$ cat src/serialIoPkg.sv
// Serial I/O shared definitions
// Line phases, register map and status bit positions

package serialIoPkg;

  ////////////////////
  // Geometry
  ////////////////////

  // Word size, at least 16 so the status layout fits
  localparam int DefaultDataWidth = 16;

  // Clocks per bit on the serial line
  localparam int DefaultBitCycles = 8;

  ////////////////////
  // Line phases
  ////////////////////

  // Shared by transmitter and receiver
  typedef enum logic [1:0] {
    Idle,
    Start,
    Data,
    Stop
  } serialState;

  ////////////////////
  // Register map
  ////////////////////

  // Read data / write data at 0, status / control at 1
  typedef enum logic {
    DataReg    = 1'b0,
    ControlReg = 1'b1
  } regAddress;

  // Status bit positions
  localparam int StatusIrqBit    = 15;
  localparam int StatusTxReqBit  = 5;
  localparam int StatusRxReqBit  = 4;
  localparam int StatusTxMaskBit = 3;
  localparam int StatusRxMaskBit = 2;
  localparam int StatusTxeBit    = 1;
  localparam int StatusRxfBit    = 0;

endpackage
$ cat src/serialIo.sv
// Serial I/O peripheral top level
// Register block with transmitter and receiver on txd and rxd

module serialIo import serialIoPkg::*;
#(
  parameter int DataWidth = DefaultDataWidth,
  parameter int BitCycles = DefaultBitCycles
)
(
  input  logic                 Clock,
  input  logic                 nReset,
  input  logic                 busSelect,
  input  logic                 busWrite,
  input  regAddress            busAddress,
  input  logic [DataWidth-1:0] busWriteData,
  output logic [DataWidth-1:0] busReadData,
  output logic                 nIrq,
  input  logic                 rxd,
  output logic                 txd
);

  // Transmit path
  logic                 txCredit;
  logic                 txLoad;
  logic [DataWidth-1:0] txWord;

  // Receive path
  logic                 rxCredit;
  logic                 rxDeliver;
  logic [DataWidth-1:0] rxWord;

  serialControl #(
    .DataWidth    (DataWidth)
  ) u_serialControl (
    .Clock        (Clock),
    .nReset       (nReset),
    .busSelect    (busSelect),
    .busWrite     (busWrite),
    .busAddress   (busAddress),
    .busWriteData (busWriteData),
    .busReadData  (busReadData),
    .nIrq         (nIrq),
    .txCredit     (txCredit),
    .txLoad       (txLoad),
    .txWord       (txWord),
    .rxDeliver    (rxDeliver),
    .rxWord       (rxWord),
    .rxCredit     (rxCredit)
  );

  serialTransmitter #(
    .DataWidth (DataWidth),
    .BitCycles (BitCycles)
  ) u_serialTransmitter (
    .Clock     (Clock),
    .nReset    (nReset),
    .txLoad    (txLoad),
    .txWord    (txWord),
    .txd       (txd),
    .txCredit  (txCredit)
  );

  serialReceiver #(
    .DataWidth (DataWidth),
    .BitCycles (BitCycles)
  ) u_serialReceiver (
    .Clock     (Clock),
    .nReset    (nReset),
    .rxd       (rxd),
    .rxCredit  (rxCredit),
    .rxDeliver (rxDeliver),
    .rxWord    (rxWord)
  );

endmodule

$ cat src/serialReceiver.sv
// Serial receiver
// Finds the start bit, samples each bit at its middle, delivers the word against a credit

module serialReceiver import serialIoPkg::*;
#(
  parameter int DataWidth = DefaultDataWidth,
  parameter int BitCycles = DefaultBitCycles
)
(
  input  logic                 Clock,
  input  logic                 nReset,
  input  logic                 rxd,
  input  logic                 rxCredit,
  output logic                 rxDeliver,
  output logic [DataWidth-1:0] rxWord
);

  localparam int CountWidth = (BitCycles > 1) ? $clog2(BitCycles) : 1;
  localparam int IndexWidth = (DataWidth > 1) ? $clog2(DataWidth) : 1;
  // Middle of the start bit, counted from the detected edge
  localparam int HalfCount  = (BitCycles > 1) ? BitCycles / 2 - 1 : 0;

  serialState            state;
  logic [CountWidth-1:0] bitCount;
  logic [IndexWidth-1:0] bitIndex;
  logic [DataWidth-1:0]  shiftReg;
  logic [1:0]            rxSync;
  logic                  rxPrev;
  logic                  fallingEdge;
  logic                  bitDone;
  logic                  wordReady;
  logic                  creditHeld;

  // Two-stage synchronizer plus one stage for edge detect
  always_ff @(posedge Clock or negedge nReset)
    if (!nReset)
    begin
      rxSync <= 2'b11;
      rxPrev <= 1'b1;
    end
    else
    begin
      rxSync <= {rxSync[0], rxd};
      rxPrev <= rxSync[1];
    end

  assign fallingEdge = rxPrev && !rxSync[1];
  // From mid-start on, each full bit period lands on the next bit middle
  assign bitDone     = (bitCount == CountWidth'(BitCycles - 1));
  // Word out only while a credit is held
  assign rxDeliver   = (state == Stop) && wordReady && creditHeld;
  assign rxWord      = shiftReg;

  always_ff @(posedge Clock or negedge nReset)
    if (!nReset)
    begin
      state      <= Idle;
      bitCount   <= '0;
      bitIndex   <= '0;
      wordReady  <= 1'b0;
      creditHeld <= 1'b0;
    end
    else
    begin
      // One-bit credit counter
      if (rxCredit)
        creditHeld <= 1'b1;
      else if (rxDeliver)
        creditHeld <= 1'b0;
      unique case (state)
        Idle:
        begin
          bitCount <= '0;
          if (fallingEdge)
            state <= Start;
        end
        Start:
          if (bitCount == CountWidth'(HalfCount))
          begin
            bitCount <= '0;
            bitIndex <= '0;
            // Glitch shorter than half a bit goes back to Idle
            state    <= rxSync[1] ? Idle : Data;
          end
          else
            bitCount <= bitCount + 1'b1;
        Data:
          if (bitDone)
          begin
            bitCount <= '0;
            if (bitIndex == IndexWidth'(DataWidth - 1))
              state <= Stop;
            else
              bitIndex <= bitIndex + 1'b1;
          end
          else
            bitCount <= bitCount + 1'b1;
        Stop:
          // Complete at mid stop bit, then hold the word for a credit
          if (!wordReady)
          begin
            bitCount <= bitDone ? '0 : bitCount + 1'b1;
            if (bitDone)
              wordReady <= 1'b1;
          end
          else if (rxDeliver)
          begin
            wordReady <= 1'b0;
            state     <= Idle;
          end
      endcase
    end

  // Data bits enter from the top, LSB arrives first
  always_ff @(posedge Clock)
    if ((state == Data) && bitDone)
      shiftReg <= {rxSync[1], shiftReg[DataWidth-1:1]};

endmodule

$ cat src/serialTransmitter.sv
// Serial transmitter
// Takes one word per credit and shifts it out on txd, start bit, LSB first, stop bit

module serialTransmitter import serialIoPkg::*;
#(
  parameter int DataWidth = DefaultDataWidth,
  parameter int BitCycles = DefaultBitCycles
)
(
  input  logic                 Clock,
  input  logic                 nReset,
  input  logic                 txLoad,
  input  logic [DataWidth-1:0] txWord,
  output logic                 txd,
  output logic                 txCredit
);

  localparam int CountWidth = (BitCycles > 1) ? $clog2(BitCycles) : 1;
  localparam int IndexWidth = (DataWidth > 1) ? $clog2(DataWidth) : 1;

  serialState            state;
  logic [CountWidth-1:0] bitCount;
  logic [IndexWidth-1:0] bitIndex;
  logic [DataWidth-1:0]  shiftReg;
  logic                  bitDone;
  logic                  started;

  // Last clock of the current bit
  assign bitDone = (bitCount == CountWidth'(BitCycles - 1));

  always_ff @(posedge Clock or negedge nReset)
    if (!nReset)
    begin
      state    <= Idle;
      bitCount <= '0;
      bitIndex <= '0;
      started  <= 1'b0;
      txCredit <= 1'b0;
    end
    else
    begin
      started  <= 1'b1;
      // Credit once after reset and on every return to Idle
      txCredit <= !started || ((state == Stop) && bitDone);
      if (state == Idle)
        bitCount <= '0;
      else
        bitCount <= bitDone ? '0 : bitCount + 1'b1;
      unique case (state)
        Idle:
          if (txLoad)
            state <= Start;
        Start:
          if (bitDone)
          begin
            state    <= Data;
            bitIndex <= '0;
          end
        Data:
          if (bitDone)
          begin
            if (bitIndex == IndexWidth'(DataWidth - 1))
              state <= Stop;
            else
              bitIndex <= bitIndex + 1'b1;
          end
        Stop:
          if (bitDone)
            state <= Idle;
      endcase
    end

  // Shifter, LSB goes out first
  always_ff @(posedge Clock)
    if ((state == Idle) && txLoad)
      shiftReg <= txWord;
    else if ((state == Data) && bitDone)
      shiftReg <= shiftReg >> 1;

  // Line level per phase, idle high
  always_comb
    unique case (state)
      Start:   txd = 1'b0;
      Data:    txd = shiftReg[0];
      default: txd = 1'b1;
    endcase

endmodule

$ cat src/serialControl.sv
// Serial I/O register block
// Bus decode, status and interrupts, credit bookkeeping toward transmitter and receiver

module serialControl import serialIoPkg::*;
#(
  parameter int DataWidth = DefaultDataWidth
)
(
  input  logic                 Clock,
  input  logic                 nReset,
  input  logic                 busSelect,
  input  logic                 busWrite,
  input  regAddress            busAddress,
  input  logic [DataWidth-1:0] busWriteData,
  output logic [DataWidth-1:0] busReadData,
  output logic                 nIrq,
  input  logic                 txCredit,
  output logic                 txLoad,
  output logic [DataWidth-1:0] txWord,
  input  logic                 rxDeliver,
  input  logic [DataWidth-1:0] rxWord,
  output logic                 rxCredit
);

  logic [DataWidth-1:0] writeData;
  logic [DataWidth-1:0] readData;
  logic [DataWidth-1:0] status;
  logic                 dataWrite;
  logic                 controlWrite;
  logic                 dataRead;
  logic                 txPending;
  logic                 txCreditHeld;
  logic                 txe;
  logic                 rxf;
  logic                 rxStarted;
  logic                 txIntMask;
  logic                 rxIntMask;
  logic                 txIntReq;
  logic                 rxIntReq;
  logic                 irq;

  // Bus cycle decode, one cycle per access
  assign dataWrite    = busSelect && busWrite && (busAddress == DataReg);
  assign controlWrite = busSelect && busWrite && (busAddress == ControlReg);
  assign dataRead     = busSelect && !busWrite && (busAddress == DataReg);

  ////////////////////
  // Transmit side
  ////////////////////

  // Word waits in writeData until a credit is held
  assign txLoad = txCreditHeld && txPending;
  assign txWord = writeData;
  // Free for the next word only once the transmitter can take it
  assign txe    = txCreditHeld && !txPending;

  always_ff @(posedge Clock or negedge nReset)
    if (!nReset)
    begin
      txCreditHeld <= 1'b0;
      txPending    <= 1'b0;
    end
    else
    begin
      // One-bit credit counter
      if (txCredit)
        txCreditHeld <= 1'b1;
      else if (txLoad)
        txCreditHeld <= 1'b0;
      // A new write wins over the load that empties the register
      if (dataWrite)
        txPending <= 1'b1;
      else if (txLoad)
        txPending <= 1'b0;
    end

  always_ff @(posedge Clock)
    if (dataWrite)
      writeData <= busWriteData;

  ////////////////////
  // Receive side
  ////////////////////

  always_ff @(posedge Clock or negedge nReset)
    if (!nReset)
    begin
      rxStarted <= 1'b0;
      rxCredit  <= 1'b0;
      rxf       <= 1'b0;
    end
    else
    begin
      rxStarted <= 1'b1;
      // First credit after reset, then one per consumed word
      rxCredit  <= !rxStarted || (dataRead && rxf);
      if (rxDeliver)
        rxf <= 1'b1;
      else if (dataRead)
        rxf <= 1'b0;
    end

  always_ff @(posedge Clock)
    if (rxDeliver)
      readData <= rxWord;

  ////////////////////
  // Masks and status
  ////////////////////

  always_ff @(posedge Clock or negedge nReset)
    if (!nReset)
    begin
      txIntMask <= 1'b0;
      rxIntMask <= 1'b0;
    end
    else if (controlWrite)
    begin
      txIntMask <= busWriteData[1];
      rxIntMask <= busWriteData[0];
    end

  assign txIntReq = txe && txIntMask;
  assign rxIntReq = rxf && rxIntMask;
  assign irq      = txIntReq || rxIntReq;
  assign nIrq     = !irq;

  always_comb
  begin
    status                  = '0;
    status[StatusIrqBit]    = irq;
    status[StatusTxReqBit]  = txIntReq;
    status[StatusRxReqBit]  = rxIntReq;
    status[StatusTxMaskBit] = txIntMask;
    status[StatusRxMaskBit] = rxIntMask;
    status[StatusTxeBit]    = !txe;
    status[StatusRxfBit]    = !rxf;
  end

  // Read data registered, zero when no read was made
  always_ff @(posedge Clock or negedge nReset)
    if (!nReset)
      busReadData <= '0;
    else if (busSelect && !busWrite)
      busReadData <= (busAddress == DataReg) ? readData : status;
    else
      busReadData <= '0;

endmodule

$ cat config.mk
export PLATFORM = sky130hd
export DESIGN_NAME = serialIo
export DESIGN_NICKNAME = d
export VERILOG_FILES = /design/src/serialIoPkg.sv /design/src/serialIo.sv /design/src/serialReceiver.sv /design/src/serialTransmitter.sv /design/src/serialControl.sv
export SDC_FILE = /design/constraint.sdc
export NUM_CORES = 1
export LEC_CHECK = 0
export CORE_MARGIN = 5
export CORE_UTILIZATION = 37
export DETAILED_ROUTE_END_ITERATION = 10
export DONT_BUFFER_PORTS = 1
export HOLD_SLACK_MARGIN = 0.05
export PLACE_DENSITY = 0.59
export SLEW_MARGIN = 20
export SYNTH_ARGS = -nofsm -noshare
export SYNTH_HDL_FRONTEND = slang
export SYNTH_SLANG_ARGS = --single-unit
$ cat constraint.sdc
create_clock -name Clock -period 3.35 [get_ports Clock]
set_clock_uncertainty 0.1 [all_clocks]
set_input_delay 0.1675 -clock Clock [delete_from_list [all_inputs] [get_ports Clock]]
set_output_delay 0.1675 -clock Clock [all_outputs]
set_load 0.05 [all_outputs]
==> impl_metrics.env <==
export IMPL_ys_warn_count=0
export IMPL_drtIter0Drc=114
export IMPL_grt_max_degree=48
export IMPL_synth_xor_area_share_pct=0
export IMPL_routed_wl_mm=7.10
export IMPL_ir_drop_mv=0.576
export IMPL_pwr_density_cell_nw_per_um2=674
export IMPL_hold_class="in2reg"
export IMPL_synth_edf_count=64
export IMPL_via_count=2191
export IMPL_crit_path_max_fanout=17
export IMPL_area_delta_synth_final_pct=16.2
export IMPL_synth_top_cells_by_count="edfxtp_1, dfrtp_1, nand2_1"
export IMPL_slew_viol_final=0
export IMPL_post_route_drc_count=0
export IMPL_rr_worst_depth=4
export IMPL_drive_gt1_share_pct=16.3
export IMPL_synthCells=273
export IMPL_port_buffers=0
export IMPL_clock_latency_ns=0.34
export IMPL_initial_core_util_pct=37.6
export IMPL_cp_arrival_ns=2.04
export IMPL_io_pin_count=40
export IMPL_tritoncts="yes"
export IMPL_num_antenna_cells=0
export IMPL_synth_compound_gate_area_share_pct=5.30
export IMPL_die_h_um=117
export IMPL_ys_seq_area_share_pct=72.6
export IMPL_synth_area_leaders="edfxtp_1, dfrtp_1, ha_1"
export IMPL_final_core_util_pct=43.7
export IMPL_track_usage_pct=10.9
export IMPL_wire_per_inst_um=15.8
export IMPL_outcome="completed"
export IMPL_maxCapViolations=0
export IMPL_finalHoldViolations=0
export IMPL_via_per_inst=4.87
export IMPL_synthFlopType="edfxtp_1"
export IMPL_netlist_area_sq_um=4270
export IMPL_antenna_found_initial=0
export IMPL_grt_pass1_wl_mm=12.1
export IMPL_multi_input_area_sq_um=1080
export IMPL_yosysMostFrequentCell="edfxtp_1"
export IMPL_grt_pass1_vias=2292
export IMPL_finalCritPeriodShare_pct=64.6
export IMPL_synthMuxAreaShare_pct=6.85
export IMPL_h_tree_depth=3
export IMPL_start_kind="flip-flop"
export IMPL_ys_types=47
export IMPL_rsz0062_at_grt="no"
export IMPL_hold_slack_ns=0.0465
export IMPL_seq_area_sq_um=3100
export IMPL_numClockSinks=111
export IMPL_cts_buffer_depth=2
export IMPL_crit_required_ns=3.22
export IMPL_synth_top_cell_area_share_pct=45.0
export IMPL_p_leak_nw=1.97
export IMPL_met3_usage_pct=3.89
export IMPL_yosys_area_share_adder_pct=3.51
export IMPL_nets=336
export IMPL_cp_end_kind="flip-flop"
export IMPL_tns_ns=0
export IMPL_detail_route_antenna_nets=0
export IMPL_n_fill_cell=1011
export IMPL_fin_ws_ns=1.19
export IMPL_finalCriticalPeriod_ns=2.16
export IMPL_max_freq_ghz=0.462
export IMPL_core_area_sq_um=11400
export IMPL_synth_seq_cells=111
export IMPL_yosysTopAreaCell="edfxtp_1"
export IMPL_maxSlewHeadroom_pct=53.4
export IMPL_dpl_worst_slack_ns=1.17
export IMPL_cts_root_buffer="clkbuf_16"
export IMPL_synthArstFlopShare_pct=42.3
export IMPL_gp_congestion=0.718
export IMPL_criticalPathCategory="reg2reg"
export IMPL_dp_hpwl_mm=4.48
export IMPL_syn_num_nets=307
export IMPL_use_met1_pct=14.8
export IMPL_cts_resized=0
export IMPL_met2_usage_pct=16.4
export IMPL_synth_top_family_by_area="simple AND/OR/NAND/NOR gates"
export IMPL_dieArea_sq_um=13800
export IMPL_die_w_um=117
export IMPL_cts_setup_buffers=0
export IMPL_finalSetupViolCount=0
export IMPL_syn_area_per_cell_sq_um=15.7
export IMPL_synthSimpleGateAreaFrac_pct=9.55
export IMPL_grt_overflow_total=0
export IMPL_tightest_slew_ns=0.698
export IMPL_clk_pin_slew_ns=0.07
export IMPL_whs_path_depth=3
export IMPL_cts_made_buffers=9
export IMPL_firstDrtPassIters=4
export IMPL_row_count=39
export IMPL_top_usage_layer="met2"
## state kept, by name, summed over array words and instances, names as in the netlist, 2 cells and up, named ones only
name,count
u_serialTransmitter.state,2
u_serialTransmitter.bitIndex,4
u_serialReceiver.rxSync,2
u_serialReceiver.bitCount,3
u_serialControl.readData,16
u_serialTransmitter.bitCount,3
u_serialControl.busReadData,16
u_serialTransmitter.shiftReg,16
u_serialControl.txWord,16
u_serialReceiver.rxWord,16
u_serialReceiver.bitIndex,4
## per-stage QoR
| step | power (mW) | std cells | cell area, sq um |
|---|---|---|---|
| global route | 3.53 | 450 | 4970 |
| floorplan | 2.17 | 273 | 4270 |
| global placement | 2.26 | 412 | 4430 |
| finish | 3.35 | 450 | 4970 |
| CTS | 3.39 | 450 | 4970 |
| detailed placement | 2.30 | 412 | 4430 |
## repair_timing
action,CTS,global route
hold buffers,22,0
setup endpoints to repair,0,0
hold endpoints to repair,74,0
## power breakdown
group          total, mW  switching, mW  internal, mW
combinational      0.530          0.296         0.234
clock               1.05          0.469         0.581
sequential          1.77          0.159          1.61
total               3.35          0.923          2.42
## placed cells by master (no fill, tap or decap), types with 5 or more instances in the layout
cell type	synthesis	layout
nand2_1	16	16
mux2i_1	6	6
edfxtp_1	64	64
mux2_2	10	10
inv_1	13	13
mux2_4	8	8
nor2_1	13	13
and2_1	9	9
dlygate4sd3_1	0	21
dfrtp_1	44	44
nand3_1	9	9
clkbuf_16	0	9
a21oi_1	6	6
ha_1	12	12
o21ai_0	5	5
## path summary, 6_finish.rpt
path                                                           from                                    endpoint  slack [ns]
max                        u_serialTransmitter.state[0]$_DFFE_PN0P_  u_serialTransmitter.shiftReg[11]$_DFFE_PP_        1.19
min                                                      busAddress          u_serialControl.rxCredit$_DFF_PN0_        0.05
max reg2reg                u_serialTransmitter.state[0]$_DFFE_PN0P_  u_serialTransmitter.shiftReg[11]$_DFFE_PP_        1.19
min reg2reg                    u_serialReceiver.rxSync[0]$_DFF_PN1_        u_serialReceiver.rxSync[1]$_DFF_PN1_        0.26
max in group asynchronous                                    nReset           u_serialReceiver.rxPrev$_DFF_PN1_        2.66
min in group asynchronous                                    nReset   u_serialControl.busReadData[11]$_DFF_PN0_        0.22
## final cells by class
cell class / instances / area share [%]
Sequential cell: 111 / 62.5
Clock buffer: 9 / 4.54
Multi-Input combinational cell: 142 / 21.8
Tap cell: 143 / 3.60
Clock inverter: 7 / 1.41
Timing Repair Buffer: 25 / 5.24
Inverter: 13 / 0.983
## routing by layer
metal / up-vias / routed length (um)
met5: - / 0
met4: 0 / 71
met3: 8 / 385
met2: 49 / 3260
met1: 1084 / 3390
li1: 1050 / -
## critical path: stages (launching register included)
cell and delay (ns):
dfrtp_1 0.42, inv_1 0.10, ha_1 0.30, nand3_4 0.29, nand2_1 0.58
## logic make-up after synthesis
family | count (synthesis)
adder cells (fa/ha/maj) | 12
buffers and inverters | 20
AND/OR/NAND/NOR | 74
other | 1
multiplexers | 24
flip-flops | 111
AO/OA/AOI/OAI | 31
No activity file was read; power rests on OpenSTA's default activity.
